[src/common/pma_pkg.sv]
// pma checker package: region count, address widths, config encodings and region types

package pma_pkg;

  //////////////////////////////////////////////////////////////////////
  // sizes
  //////////////////////////////////////////////////////////////////////

  // number of attribute regions
  localparam int PMA_CNT   = 8;
  // width of a region index
  localparam int PMA_IDX_W = $clog2(PMA_CNT);
  // physical address width in bits
  localparam int PLEN      = 34;
  // region address register and bus word width
  localparam int XLEN      = 32;
  // wishbone byte address, two words per region
  localparam int WB_ADR_W  = 6;

  //////////////////////////////////////////////////////////////////////
  // config word layout
  //////////////////////////////////////////////////////////////////////

  // mode sits in bits 1:0, memory type in bits 3:2
  localparam int CFG_MODE_LSB = 0;
  localparam int CFG_MEM_LSB  = 2;
  // permission and flag bits
  localparam int CFG_R_BIT    = 4;
  localparam int CFG_W_BIT    = 5;
  localparam int CFG_X_BIT    = 6;
  localparam int CFG_C_BIT    = 7;
  localparam int CFG_M_BIT    = 8;

  //////////////////////////////////////////////////////////////////////
  // types
  //////////////////////////////////////////////////////////////////////

  // physical byte address
  typedef logic [PLEN-1:0]      paddr_t;
  // region address, byte address >> 2
  typedef logic [XLEN-1:0]      pmaaddr_t;
  // bus word
  typedef logic [XLEN-1:0]      wb_data_t;
  // region number
  typedef logic [PMA_IDX_W-1:0] pma_idx_t;

  // address match mode
  typedef enum logic [1:0] {
    OFF   = 2'd0,
    TOR   = 2'd1,
    NA4   = 2'd2,
    NAPOT = 2'd3
  } pma_mode_e;

  // memory type, encoding 3 unused
  typedef enum logic [1:0] {
    MEM_EMPTY = 2'd0,
    MEM_MAIN  = 2'd1,
    MEM_IO    = 2'd2
  } mem_type_e;

  // access size, 1/2/4/8 bytes
  typedef enum logic [1:0] {
    BYTE  = 2'd0,
    HWORD = 2'd1,
    WORD  = 2'd2,
    DWORD = 2'd3
  } access_size_e;

  // normalized attributes of one region
  typedef struct packed {
    logic r;
    logic w;
    logic x;
    logic m;
    logic c;
  } pma_attr_t;

  // everything a matcher and the selector need about one region
  typedef struct packed {
    pma_mode_e mode;
    pmaaddr_t  pmaaddr;
    paddr_t    tor_base;
    pma_attr_t attr;
  } pma_region_t;

endpackage

[src/pma_front/pma_cfg_front.sv]
// pma config front: wishbone region registers, attribute normalization, access bounds

`timescale 1ns/10ps

module pma_cfg_front
  import pma_pkg::*;
(
  input  logic                clk_i,
  input  logic                rst_n_i,

  // wishbone classic slave
  input  logic                wb_cyc_i,
  input  logic                wb_stb_i,
  input  logic                wb_we_i,
  input  logic [WB_ADR_W-1:0] wb_adr_i,
  input  wb_data_t            wb_dat_i,
  output wb_data_t            wb_dat_o,
  output logic                wb_ack_o,

  // access request
  input  logic                stall_i,
  input  logic                access_valid_i,
  input  paddr_t              access_adr_i,
  input  access_size_e        access_size_i,

  // to the matchers and the selector
  output pma_region_t         region_o [PMA_CNT],
  output paddr_t              access_lb_o,
  output paddr_t              access_ub_o,
  output logic                advance_o
);

  // raw register file
  wb_data_t cfg_q [PMA_CNT];
  pmaaddr_t adr_q [PMA_CNT];

  logic     wb_req;
  pma_idx_t wb_idx;
  wb_data_t rd_data;
  paddr_t   size_bytes;

  //////////////////////////////////////////////////////////////////////
  // wishbone register file
  //////////////////////////////////////////////////////////////////////

  // new request only while no ack is out
  assign wb_req = wb_cyc_i & wb_stb_i & ~wb_ack_o;

  // region number in bits 5:3, bit 2 picks the address word
  assign wb_idx = wb_adr_i[WB_ADR_W-1:3];

  always_ff @(posedge clk_i or negedge rst_n_i)
  begin
    if (!rst_n_i)
    begin
      wb_ack_o <= 1'b0;
      // all regions OFF, no attributes
      cfg_q    <= '{default: '0};
      adr_q    <= '{default: '0};
    end
    else
    begin
      // single cycle ack
      wb_ack_o <= wb_req;
      // write lands on the same edge as the ack
      if (wb_req && wb_we_i)
      begin
        if (wb_adr_i[2])
          adr_q[wb_idx] <= wb_dat_i;
        else
          cfg_q[wb_idx] <= wb_dat_i;
      end
    end
  end

  // config reads return the raw word
  assign rd_data = wb_adr_i[2] ? adr_q[wb_idx] : cfg_q[wb_idx];

  // read data held for the ack cycle
  always_ff @(posedge clk_i)
  begin
    if (wb_req && !wb_we_i)
      wb_dat_o <= rd_data;
  end

  //////////////////////////////////////////////////////////////////////
  // region normalization
  //////////////////////////////////////////////////////////////////////

  for (genvar i = 0; i < PMA_CNT; i++)
  begin : g_region
    mem_type_e mem;
    pma_attr_t attr;
    paddr_t    tor_base;

    assign mem = mem_type_e'(cfg_q[i][CFG_MEM_LSB +: 2]);

    always_comb
    begin
      // empty memory grants nothing
      attr.r = (mem == MEM_EMPTY) ? 1'b0 : cfg_q[i][CFG_R_BIT];
      attr.w = (mem == MEM_EMPTY) ? 1'b0 : cfg_q[i][CFG_W_BIT];
      attr.x = (mem == MEM_EMPTY) ? 1'b0 : cfg_q[i][CFG_X_BIT];
      attr.m = cfg_q[i][CFG_M_BIT];
      // only main memory may be cached
      attr.c = (mem == MEM_MAIN) ? cfg_q[i][CFG_C_BIT] : 1'b0;
    end

    // TOR base is the previous region's top
    if (i == 0)
    begin : g_base_zero
      assign tor_base = '0;
    end
    else
    begin : g_base_prev
      assign tor_base = {adr_q[i-1], 2'b00};
    end

    assign region_o[i] = '{
      mode:     pma_mode_e'(cfg_q[i][CFG_MODE_LSB +: 2]),
      pmaaddr:  adr_q[i],
      tor_base: tor_base,
      attr:     attr
    };
  end

  //////////////////////////////////////////////////////////////////////
  // access bounds
  //////////////////////////////////////////////////////////////////////

  // bytes covered by the access
  always_comb
  begin
    case (access_size_i)
      BYTE:    size_bytes = paddr_t'(1);
      HWORD:   size_bytes = paddr_t'(2);
      WORD:    size_bytes = paddr_t'(4);
      default: size_bytes = paddr_t'(8);
    endcase
  end

  assign access_lb_o = access_adr_i;
  // inclusive last byte
  assign access_ub_o = access_adr_i + size_bytes - paddr_t'(1);

  // pipeline moves on a valid, unstalled access
  assign advance_o = access_valid_i & ~stall_i;

endmodule

[config.mk]
export PLATFORM = sky130hd
export DESIGN_NAME = pma_cfg_front
export DESIGN_NICKNAME = d
export VERILOG_FILES = /design/src/common/pma_pkg.sv /design/src/pma_front/pma_cfg_front.sv
export SDC_FILE = /design/constraint.sdc
export NUM_CORES = 1
export LEC_CHECK = 0
export BUFFER_PORTS_ARGS = -buffer_cell sky130_fd_sc_hd__buf_4
export CAP_MARGIN = 20
export CORE_AREA = 4 4 299 301
export DETAILED_ROUTE_END_ITERATION = 12
export DIE_AREA = 0 0 303 305
export HOLD_SLACK_MARGIN = 0.08
export SLEW_MARGIN = 20
export SYNTH_ARGS = -nofsm -noshare
export SYNTH_HDL_FRONTEND = slang
export SYNTH_SLANG_ARGS = --single-unit
[constraint.sdc]
create_clock -name clk_i -period 4.61 [get_ports clk_i]
set_input_delay 0.461 -clock clk_i [delete_from_list [all_inputs] [get_ports clk_i]]
set_output_delay 0.461 -clock clk_i [all_outputs]
set_load 0.02 [all_outputs]
After elaboration in Yosys (flattened, before gate mapping)
Index checks and enable logic that the tools add are counted.
{ "word_totals": {"out_inout_bits": 686, "word_cells": 98, "input_bits": 81, "reg_bits": 545} }
{ "op_classes": {"muxes": 44, "n_reduce_logical": 15, "add_sub_neg": 2, "magnitude_cmp": 2, "bitwise": 7, "eq_ne": 10} }
{ "ops": {"columns": ["op", "n"], "rows": [
  ["$bwmux 256", 2],
  ["$bmux 32 s3", 2],
  ["$mux 32", 6],
  ["$demux 32 s3", 1],
  ["$add 34x34->34", 1],
  ["$sub 34x1->34 const B", 1],
  ["$mux 1", 32],
  ["$eq 2x1->1 const B", 9],
  ["$logic_not 2->1", 9],
  ["$pmux 4 s3", 1],
  ["$ge 4x4->1 const B", 1],
  ["$lt 4x1->1 const B", 1],
  ["$not 3->4", 1],
  ["$reduce_and 2->1", 2],
  ["$and 1x1->1", 3],
  ["$logic_and 1x1->1", 3],
  ["$not 1->1", 3],
  ["$eq 2x2->1 const B", 1],
  ["$logic_not 1->1", 1]
]} }

Longest topological paths before layout
Gate-level depths: netlist of the first run.
{ "depth": {"ltp_word": 6, "ltp_mapped": 13, "ltp_nobuf": 13} }

Worst setup path after synthesis of the first run
Ideal clock, no wire load.
{ "synth_timing": {"kind": "in2out", "from": "input port access_size_i[1]", "to": "output port access_ub_o[31]", "path_buffers": 0, "t_arrival_ns": 3.142, "path_slack_ns": 1.007, "t_required_ns": 4.149, "path_stages": 13, "cell_sequence": "nand2b_1 > ha_1 > inv_1 > ha_1 > fa_1 > a21o_1 > nand4_1 > nand3_2 > a31oi_4 > o21ai_2 > a21o_1 > nor3b_1 > a211oi_1"} }
{ "synth_between": {"elab_chain_cells": 4, "word_cells_on_any_way": 6, "cone_classes": "add/sub (2); eq/ne (2); mux (1); reduce/logical (1)"} }
{ "synth_rtl": {"columns": ["item", "line_no", "text"], "rows": [
  ["from (decl)", "pma_cfg_front.sv:24", "input access_size_e access_size_i,"],
  ["$eq 2x2->1, or another cell as far along", "pma_cfg_front.sv:134", "case (access_size_i)"],
  ["$pmux 4 s3 *", "pma_cfg_front.sv:134", null],
  ["$add 34x34->34 *", "pma_cfg_front.sv:144", "assign access_ub_o = access_adr_i + size_bytes - paddr_t'(1);"],
  ["$sub 34x1->34 *", "pma_cfg_front.sv:144", null],
  ["to (decl)", "pma_cfg_front.sv:29", "output paddr_t access_ub_o,"]
]} }
Every way passes the cells marked *; elsewhere a longest branch is shown, timed or not.

Final worst setup path of the first run
{ "layout_timing": {"from": "input port access_size_i[1]", "to": "output port access_ub_o[33]"} }
The elaborated chain is that of the path after synthesis.

==> results of run 1 <==
## cells in the mapped netlist (3+ instances only)
| library cell | count |
|---|---|
| nand3_1 | 19 |
| nor2b_1 | 32 |
| and3_1 | 4 |
| edfxtp_1 | 32 |
| nor3_1 | 6 |
| nor2_1 | 68 |
| buf_2 | 74 |
| nand2b_1 | 4 |
| a221oi_1 | 40 |
| and2_1 | 3 |
| buf_4 | 336 |
| a211oi_1 | 29 |
| dfrtp_1 | 513 |
| xor2_1 | 7 |
| xnor2_1 | 20 |
| nand4_1 | 10 |
| o21a_1 | 10 |
| mux2i_1 | 40 |
| a21oi_1 | 88 |
| a21o_1 | 17 |
| a31oi_1 | 30 |
| a22oi_1 | 53 |
| inv_1 | 55 |
| o21bai_1 | 3 |
| buf_1 | 16 |
| clkbuf_1 | 64 |
| mux2_2 | 520 |
| o211a_1 | 9 |
| nand2_1 | 80 |
| mux2_1 | 15 |
| mux4_2 | 9 |
| o21ai_0 | 47 |
| ha_1 | 36 |
| a22o_1 | 40 |
| and3b_1 | 8 |
## flip-flops by register name, indices dropped and copies added (netlist names)
name	count
wb_dat_o	32
wb_ack_o	1
region_o	280
cfg_q	232
## layout make-up
class | count | area share, %
flip-flops and latches | 545 | 39.4
multi-input cells | 1335 | 33.1
repair buffers | 773 | 17.0
clock buffers | 96 | 5.13
well taps | 1155 | 4.13
clock inverters | 15 | 0.614
inverters | 55 | 0.589
diodes | 2 | 0.0143
## critical path, cell delays in order
cell and delay, ps:
buf_4 120, nand2b_1 140, ha_1 270, inv_1 40, ha_1 230, fa_1 470, a21o_1 220, nand4_1 150
nand3_2 150, a31oi_4 220, o21ai_2 110, a21o_1 240, o221a_1 260, xnor2_1 150, buf_4 170
## final timing paths
check,to,depth (start not counted)
max,access_ub_o[33],15
min,wb_ack_o,3
max reg2reg,region_o[377],5
min reg2reg,cfg_q[233],1
max in group asynchronous,cfg_q[149],3
min in group asynchronous,region_o[145],2
## layer usage
layer | global-route usage (%) | share of wire, %
met3 | 3.41 | 5.4
met1 | 29.4 | 43
met4 | 4.25 | 1.8
met5 | 0 | 0.032
met2 | 37.7 | 49
## repair_timing
action | in CTS | in global routing
hold buffers | 1 | 0
endpoints found under the hold margin | 93 | 0
buffers inserted | 0 | 0
## power breakdown
part	switching, mW	leakage (nW)	internal (mW)
clock network	2.04	0.981	2.85
logic	1.96	9.11	1.53
registers	0.538	7.17	5.38
## cells by family (layout without fill, tap and decap cells)
| logic type | count (synthesis) | after routing | share of synthesized area [%] |
|---|---|---|---|
| simple gates | 248 | 248 | 4.19 |
| mux | 584 | 584 | 23.3 |
| flops | 545 | 545 | 48.5 |
| other cells | 1 | 50 | 0.0132 |
| xor+xnor | 27 | 27 | 0.830 |
| buf+inv | 545 | 939 | 11.9 |
| compound gates | 391 | 391 | 9.65 |
| fa+ha+maj | 37 | 37 | 1.65 |
==> impl_results.md, run 1 <==
- Post-synth top area share: 45.1%
- CTS-repair resized insts: 0
- Overall die height: 305 um
- DR vias: 20,400
- YS warnings: 0
- Peak fanout along the critical path: 6
- Final Cycle Share: 83.8%
- Die area: 92,400 um2
- Netlist Area Pre-Place: 28,500 um2
- CTS tree: done
- Unrepaired setup endpoints after global routing: false
- First-pass iteration count of the detailed router: 5
- Largest net degree at the start of global routing: 117
- Leak: 17.3 nW
- Top_reg_cell synth: dfrtp_1
- Synth area leaders: dfrtp_1 (45%), mux2_2 (21%), buf_4 (8.9%)
- Fin nets: 2,889
- Worst-margin pin slew: 1060 ps
- Sequential cell area: 13,800 um2
- Type of the tightest min-delay check: in -> reg
- Detailed-route vias per instance: 5.12
- TNS Setup: 0 ps
- Syn_area_per_cell: 12.0 um2
- CTS Buffer Depth: 3
- Initial core utilization: 32.9%
- Reg-to-reg startpoint: wb_ack_o
- Setup crit start: access_size_i[1]
- Worst EP arrival: 3400 ps
- EDFF count, synth: 32
- Worst VDD drop: 0.332 mV
- Worst slack at placement: 733 ps
- DP HPWL: 71.7 mm
- Rows: 108
- Final Max Slew Viols: 0
- Layout Skew: 49.8 ps
- Crit end category: output port
- Routed Antenna Nets: 0
- DRC Markers: 0
- Sequential element share of the synthesized area: 48.5%
- Crit Path Category: in -> out
- Final setup vio count: 0
- Filler cells: 8,361
- Initial antenna violation count: 5
- Flop2flop setup slack: 1950 ps
- Total Power: 14.3 mW
- Vias in the first global route: 20,700
- Relative max-transition margin: 28.8%
- Yosys cell types: 69
- Post-DP Area: 33,000 um2
- Post-DR wirelength/cell: 26.4 um
- CORE AREA: 86,600 um2
- Most frequent cells in the layout: buf_4 (758), mux2_2 (520), dfrtp_1 (513)
- Final instance area: 35,000 um2
- Synth area leader: dfrtp_1
- Post-Place Cells: 3,862
- Total grt overflow: 0
- Clk_lat worst skew: 630 ps
- Share of cells above drive strength 1: 50.8%
- CP required: 4150 ps
- F_max: 259 MHz
- Leading cell type in the layout, fill and taps excluded: buf_4
- H-tree Lvls: 2
- CP startpoint kind: input pin
- Hold slack: 139 ps
- GRT Total Usage: 21.9%
- Final GP Congestion: 0.844
- Clk slew on worst S/H paths: 60 ps
- Fin cells: 3,976
- Number of buffers inserted by port buffering: 716
- Final Core Density: 40.4%
- Fin crit period: 3860 ps
- Hold_sp: wb_cyc_i
- Multi-input gate area: 11,600 um2
- Syn Inst Count: 2,378
- Status: finished clean
- Clock buffer count from CTS: 61
- Die W: 303 um
- CTS Root Cell: clkbuf_16
- PwrDens: 408 nW/um2
- Total wire length: 105 mm
- Synthesis-to-finish area growth: 23.0%
- Max-cap viol count: 0
- First-pass GRT wire length: 151 mm
- Final WS setup: 748 ps
- Final hold vios: 0
- Post-synth ARST share: 94.1%
- I/O Pins: 767
- FF+latch count, synth: 545
- Count of routing violations after the opening detailed-route iteration: 1,274
- Sink Count: 545
(Power assumes the default switching activity.)
==> run 2: changes to the inputs <==
==> constraint.sdc (replaced) <==
create_clock -name clk_i -period 3.63 [get_ports clk_i]
set_input_delay 0.363 -clock clk_i [delete_from_list [all_inputs] [get_ports clk_i]]
set_output_delay 0.363 -clock clk_i [all_outputs]
set_load 0.02 [all_outputs]
==> run 2 against run 1 <==
Effect of this change:
- count of clock-buffer cells in the layout shrank 12
- global-route usage grew 0.12 points
- power grew 29%
- final cell count grew 1.1%
- highest routed layer unchanged
==> impl_results.md, run 2 (same netlist as run 1, synthesis figures left out) <==
- Fin nets: 2,932
- Int Power: 12.6 mW
- Filler cells: 8,359
- Final hold vios: 0
- Type of the tightest min-delay check: in -> reg
- PwrDens: 520 nW/um2
- Detailed-route vias per instance: 5.15
- CP startpoint kind: input pin
- Post-DR wirelength/cell: 26.4 um
- DP HPWL: 71.7 mm
- Net Sw Power: 5.90 mW
- Hold slack: 112 ps
- Final Cycle Share: 97.1%
- First-pass iteration count of the detailed router: 7
- Layout Skew: 59.9 ps
- Reg-to-reg startpoint: wb_ack_o
- Sw Share: 32.0%
- Count of routing violations after the opening detailed-route iteration: 1,335
- Die area: 92,400 um2
- Max-cap viol count: 0
- Reg power frac: 40.7%
- Most frequent cells in the layout: buf_4 (777), mux2_2 (520), dfrtp_1 (513)
- DRC Markers: 0
- Hold_sp: wb_dat_i[19]
- Final Max Slew Viols: 0
- Most frequent CP cell: buf_4
- Number of buffers inserted by port buffering: 716
- Worst slack at placement: 32.1 ps
- Leak: 17.5 nW
- Initial antenna violation count: 6
- Worst-margin pin slew: 863 ps
- Sink Count: 545
- Worst path slowest cell: nor4b_1
- Clock buffer count from CTS: 61
- CTS tree: done
- First-pass GRT wire length: 151 mm
- Share of cells above drive strength 1: 51.3%
- Fin crit period: 3520 ps
- Final WS setup: 106 ps
- F_max: 284 MHz
- Initial core utilization: 32.9%
- Power share of the clock group: 34.8%
- Synthesis-to-finish area growth: 24.8%
- Crit end category: output port
- TNS Setup: 0 ps
- Largest net degree at the start of global routing: 82
- Critical path, cell by cell: buf_4, nand2b_1, ha_1, inv_1, ha_2, buf_4, a211o_1, nand2_1, a31o_2, o21ai_1, a21oi_1, o21bai_2, nor4b_1, a211o_1, buf_4
- Number of flip-flops in the largest register: 280
- Vias in the first global route: 21,100
- Combinational Power Share: 24.4%
- Crit Path Category: in -> out
- Total wire length: 106 mm
- Final GP Congestion: 0.853
- Unrepaired setup endpoints after global routing: false
- Clk_lat worst skew: 660 ps
- CTS Root Cell: clkbuf_16
- Worst VDD drop: 0.422 mV
- CTS Buffer Depth: 3
- Slowest stage delay, CP: 370 ps
- Status: finished clean
- I/O Pins: 767
- Hold endpoint: cfg_q[179]
- Routed Antenna Nets: 0
- CORE AREA: 86,600 um2
- R2R depth: 6
- Peak fanout along the critical path: 4
- CP required: 3270 ps
- Rows: 108
- H-tree Lvls: 2
- RR Endpoint: region_o[154]
- Die W: 303 um
- Relative max-transition margin: 42.4%
- Hold path cells: 2
- Worst EP arrival: 3160 ps
- DR vias: 20,700
- GRT Total Usage: 22.1%
- Clk slew on worst S/H paths: 60 ps
- Overall die height: 305 um
- Flop2flop setup slack: 1210 ps
- Total grt overflow: 0
- Final setup vio count: 0
- Leading cell type in the layout, fill and taps excluded: buf_4
[run 2: cell count changes in the layout (fill, tap and decap cells not counted), moves of 3 or more]
cell           change
clkbuf_8           -5
clkbuf_1           -7
buf_12             +4
bufinv_16          +3
dlygate4sd3_1     +20
clkinv_2           +8
buf_4             +19
[run 2: final cells by class]
type / count / area, um2 / share of cell area [%]
clock buffers: 84 / 1700 / 4.79
repair buffers: 816 / 6390 / 18.0
clock inverters: 29 / 373 / 1.05
multi-input cells: 1335 / 11600 / 32.7
inverters: 55 / 206 / 0.581
well taps: 1155 / 1450 / 4.07
diodes: 2 / 5.00 / 0.0141
flip-flops and latches: 545 / 13800 / 38.8
[run 2: worst max path at each step]
stage	slack, ps	startpoint	to	cells past startpoint
2_1_floorplan	220	access_size_i[1]	access_ub_o[31]	13
3_3_place_gp	30	access_size_i[1]	access_ub_o[33]	15
3_5_place_dp	30	access_size_i[1]	access_ub_o[33]	15
4_1_cts	20	access_size_i[1]	access_ub_o[33]	15
5_1_grt	5	access_size_i[1]	access_ub_o[30]	15
6_report	110	access_size_i[1]	access_ub_o[30]	15
[run 2: worst max-delay path: cells and delay by family]
kind	cells	cell delay [ps]
AOI/OAI and AO/OA	6	1270
adders and majority gates	2	450
buffers and inverters	4	440
and+or+nand+nor	3	640
[run 2: per-layer routing]
metal | share of wire, % | vias to the layer above | global-route usage [%]
li1 | - | 9016 | -
met1 | 42 | 10800 | 28.9
met2 | 50 | 751 | 38.1
met3 | 6.0 | 138 | 3.72
met4 | 2.1 | 4 | 5.02
met5 | 0.025 | - | 0.159
[run 2: what timing repair did]
| action | in CTS | in global routing |
|---|---|---|
| gates resized for setup | 0 | 4 |
| setup endpoints to repair | 0 | 8 |
| hold buffers | 21 | 0 |
| hold endpoints to repair | 227 | 0 |
| setup buffers | 0 | 1 |
[run 2: power groups by stage]
stage	Combinational [mW]	Sequential [mW]	Clock [mW]
6_report	4.51	7.52	6.43
5_1_grt	4.80	7.61	6.82
4_1_cts	4.55	7.53	6.57
3_5_place_dp	4.52	7.63	0
3_3_place_gp	4.48	7.61	0
2_1_floorplan	2.57	7.80	0
[run 2: per-stage QoR]
stage	total power [mW]	instances	utilization (%)	instance area, um2
after CTS	18.7	4018	41.0	35500
after global placement	12.1	3884	38.4	33200
after floorplan	10.4	2425	-	28700
after global routing	19.2	4019	41.0	35500
after detailed placement	12.2	3884	38.4	33200
final	18.5	4021	41.0	35500
==> run 3: changes to the inputs <==
--- a/config.mk
+++ b/config.mk
@@ -5,11 +5,12 @@
 export SDC_FILE = /design/constraint.sdc
 export NUM_CORES = 1
 export LEC_CHECK = 0
+export ABC_AREA = 1
 export BUFFER_PORTS_ARGS = -buffer_cell sky130_fd_sc_hd__buf_4
 export CAP_MARGIN = 20
-export CORE_AREA = 4 4 299 301
+export CORE_MARGIN = 4
+export CORE_UTILIZATION = 35
 export DETAILED_ROUTE_END_ITERATION = 12
-export DIE_AREA = 0 0 303 305
 export HOLD_SLACK_MARGIN = 0.08
 export SLEW_MARGIN = 20
 export SYNTH_ARGS = -nofsm -noshare
==> run 3 against run 2 <==
Effect of this change:
- count of clock-buffer cells in the layout up 1
- synthesized cell count up 66%
- via count rose by 28%
- clock power down 7.0%
- utilization is 1.6 points higher
- largest power group unchanged
==> impl_results.md, run 3 <==
- Status: finished clean
- Worst-margin pin slew: 775 ps
- Fin nets: 4,385
- Number of flip-flops in the largest register: 280
- CTS Buffer Depth: 3
- Die W: 301 um
- Final Cycle Share: 81.2%
- Final instance area: 36,300 um2
- Rows: 107
- PwrDens: 562 nW/um2
- Sink Count: 545
- Clk slew on worst S/H paths: 60 ps
- DRC Markers: 0
- Final setup vio count: 0
- Crit Path Category: in -> out
- Largest net degree at the start of global routing: 104
- Leading cell type in the layout, fill and taps excluded: nand2_1
- CP startpoint kind: input pin
- First-pass GRT wire length: 161 mm
- Top_reg_cell synth: dfrtp_1
- Fin crit period: 2950 ps
- Flop2flop setup slack: 1160 ps
- CTS Root Cell: clkbuf_16
- Synth area leader: dfrtp_1
- Most frequent cell after synthesis: nand2_1
- Number of buffers inserted by port buffering: 716
- First-pass iteration count of the detailed router: 6
- I/O Pins: 767
- Relative max-transition margin: 48.1%
- Initial core utilization: 35.3%
- Syn Inst Count: 3,940
- Critical path, cell by cell: buf_4, inv_1, nand2_1, ha_1, inv_1, ha_1, fa_1, nand2_1, nand2_1, nand3_1, nand2_1, nand2_1, nand2_1, nand2_1, nand2_1, nand2_1, nand2_1, buf_4
- Final hold vios: 0
- F_max: 339 MHz
- Syn_area_per_cell: 7.64 um2
- Slowest stage delay, CP: 490 ps
- Most frequent cells in the layout: nand2_1 (968), buf_4 (760), inv_1 (657)
- Synth area leaders: dfrtp_1 (43%), nand2_1 (12%), buf_4 (8.5%)
- Yosys cell types: 36
- Total grt overflow: 0
- EDFF count, synth: 32
- Worst EP arrival: 2590 ps
- Total wire length: 110 mm
- Setup bufs post-CTS: 0
- Peak fanout along the critical path: 3
- Synthesis-to-finish area growth: 20.7%
- YS warnings: 0
- Most frequent CP cell: nand2_1
- Layout Skew: 17.7 ps
- Sequential element share of the synthesized area: 45.9%
- CTS Hold Bufs: 9
- DP HPWL: 78.4 mm
- Share of cells above drive strength 1: 21.0%
- Total Power: 20.4 mW
- Post-DR wirelength/cell: 20.2 um
- GRT Total Usage: 23.3%
- Die area: 90,700 um2
- DR vias: 26,500
- Netlist Area Pre-Place: 30,100 um2
- Final Max Slew Viols: 0
- Vias in the first global route: 25,200
- Crit end category: output port
- Worst path slowest cell: fa_1
- Leak: 18.8 nW
- CTS tree: done
- Overall die height: 301 um
- Post-DP Area: 34,300 um2
- FF+latch count, synth: 545
- Initial antenna violation count: 8
- CP required: 3270 ps
- Worst VDD drop: 0.375 mV
- CTS-repair resized insts: 0
- Unrepaired setup endpoints after global routing: false
- Detailed-route vias per instance: 4.85
- Routed Antenna Nets: 0
- Clock buffer count from CTS: 55
- TNS Setup: 0 ps
- Max-cap viol count: 0
- CORE AREA: 85,300 um2
- Post-synth top cells: nand2_1 (968), inv_1 (657), dfrtp_1 (513), o21ai_0 (405), buf_4 (340)
- H-tree Lvls: 2
- Post-synth ARST share: 94.1%
- Count of routing violations after the opening detailed-route iteration: 2,274
- Post-synth top area share: 42.7%
- Type of the tightest min-delay check: in -> reg
- Clk_lat worst skew: 620 ps
- Filler cells: 8,509
- Final GP Congestion: 0.877
[run 3: cell count changes in the layout (fill, tap and decap cells not counted), sizes merged, moves of 63 or more]
cell | before | now
inv | 60 | 662
nor2 | 69 | 256
mux2 | 535 | 0
nand2 | 80 | 970
a21oi | 89 | 26
o22ai | 1 | 187
o21ai | 50 | 542
[run 3: cell families after synthesis]
group | share of synthesized area [%]
fa+ha+maj | 1.56
simple gates | 18.5
other cells | 0.0125
buf+inv | 20.2
compound gates | 13.4
xor+xnor | 0.466
flops | 45.9
[run 3: report_power, final]
part,switching (mW),leakage [nW],total (mW),internal [mW]
registers,0.792,5.70,7.96,7.17
logic,4.07,12.2,6.48,2.41
clock network,2.52,0.923,5.98,3.45
total,7.39,18.8,20.4,13.0
[run 3: worst max-delay path, delay by kind of cell]
family	cells	cell delay [ps]
adder cells (fa/ha/maj)	3	980
AND/OR/NAND/NOR	11	860
buffers and inverters	4	370
[run 3: final timing paths]
kind | start | depth (start not counted) | endpoint
worst max-delay path | access_size_i[1] | 18 | access_ub_o[25]
max in group asynchronous | rst_n_i | 3 | cfg_q[26]
worst max register to register | wb_ack_o | 8 | region_o[1]
worst min register to register | cfg_q[79] | 2 | cfg_q[79]
worst min-delay path | wb_dat_i[9] | 3 | cfg_q[9]
min in group asynchronous | rst_n_i | 2 | region_o[107]
[run 3: cell type report]
type	count	area (um2)	share of cell area, %
multi-input cells	2213	10500	28.8
well taps	1144	1430	3.94
inverters	661	2490	6.85
flip-flops and latches	545	13800	38.0
clock buffers	85	1670	4.60
repair buffers	791	6230	17.2
clock inverters	18	213	0.586
diodes	7	17.5	0.0482
[run 3: metrics by stage]
step	hold slack (ps)	setup WS, ps	instances	utilization, %
after floorplan	67.4	1030	3987	-
after global placement	321	681	5345	40.2
after detailed placement	321	668	5345	40.2
after CTS	80.1	662	5457	42.6
after global routing	100	496	5462	42.6
final	112	682	5464	42.6
[run 3: routing by layer]
layer,vias up,GRT usage (%),part of all wire [%]
met5,-,0,0.012
met3,178,3.15,6.8
met2,1085,39.9,48
met4,2,8.70,3.9
met1,12700,30.0,41
li1,12600,-,-
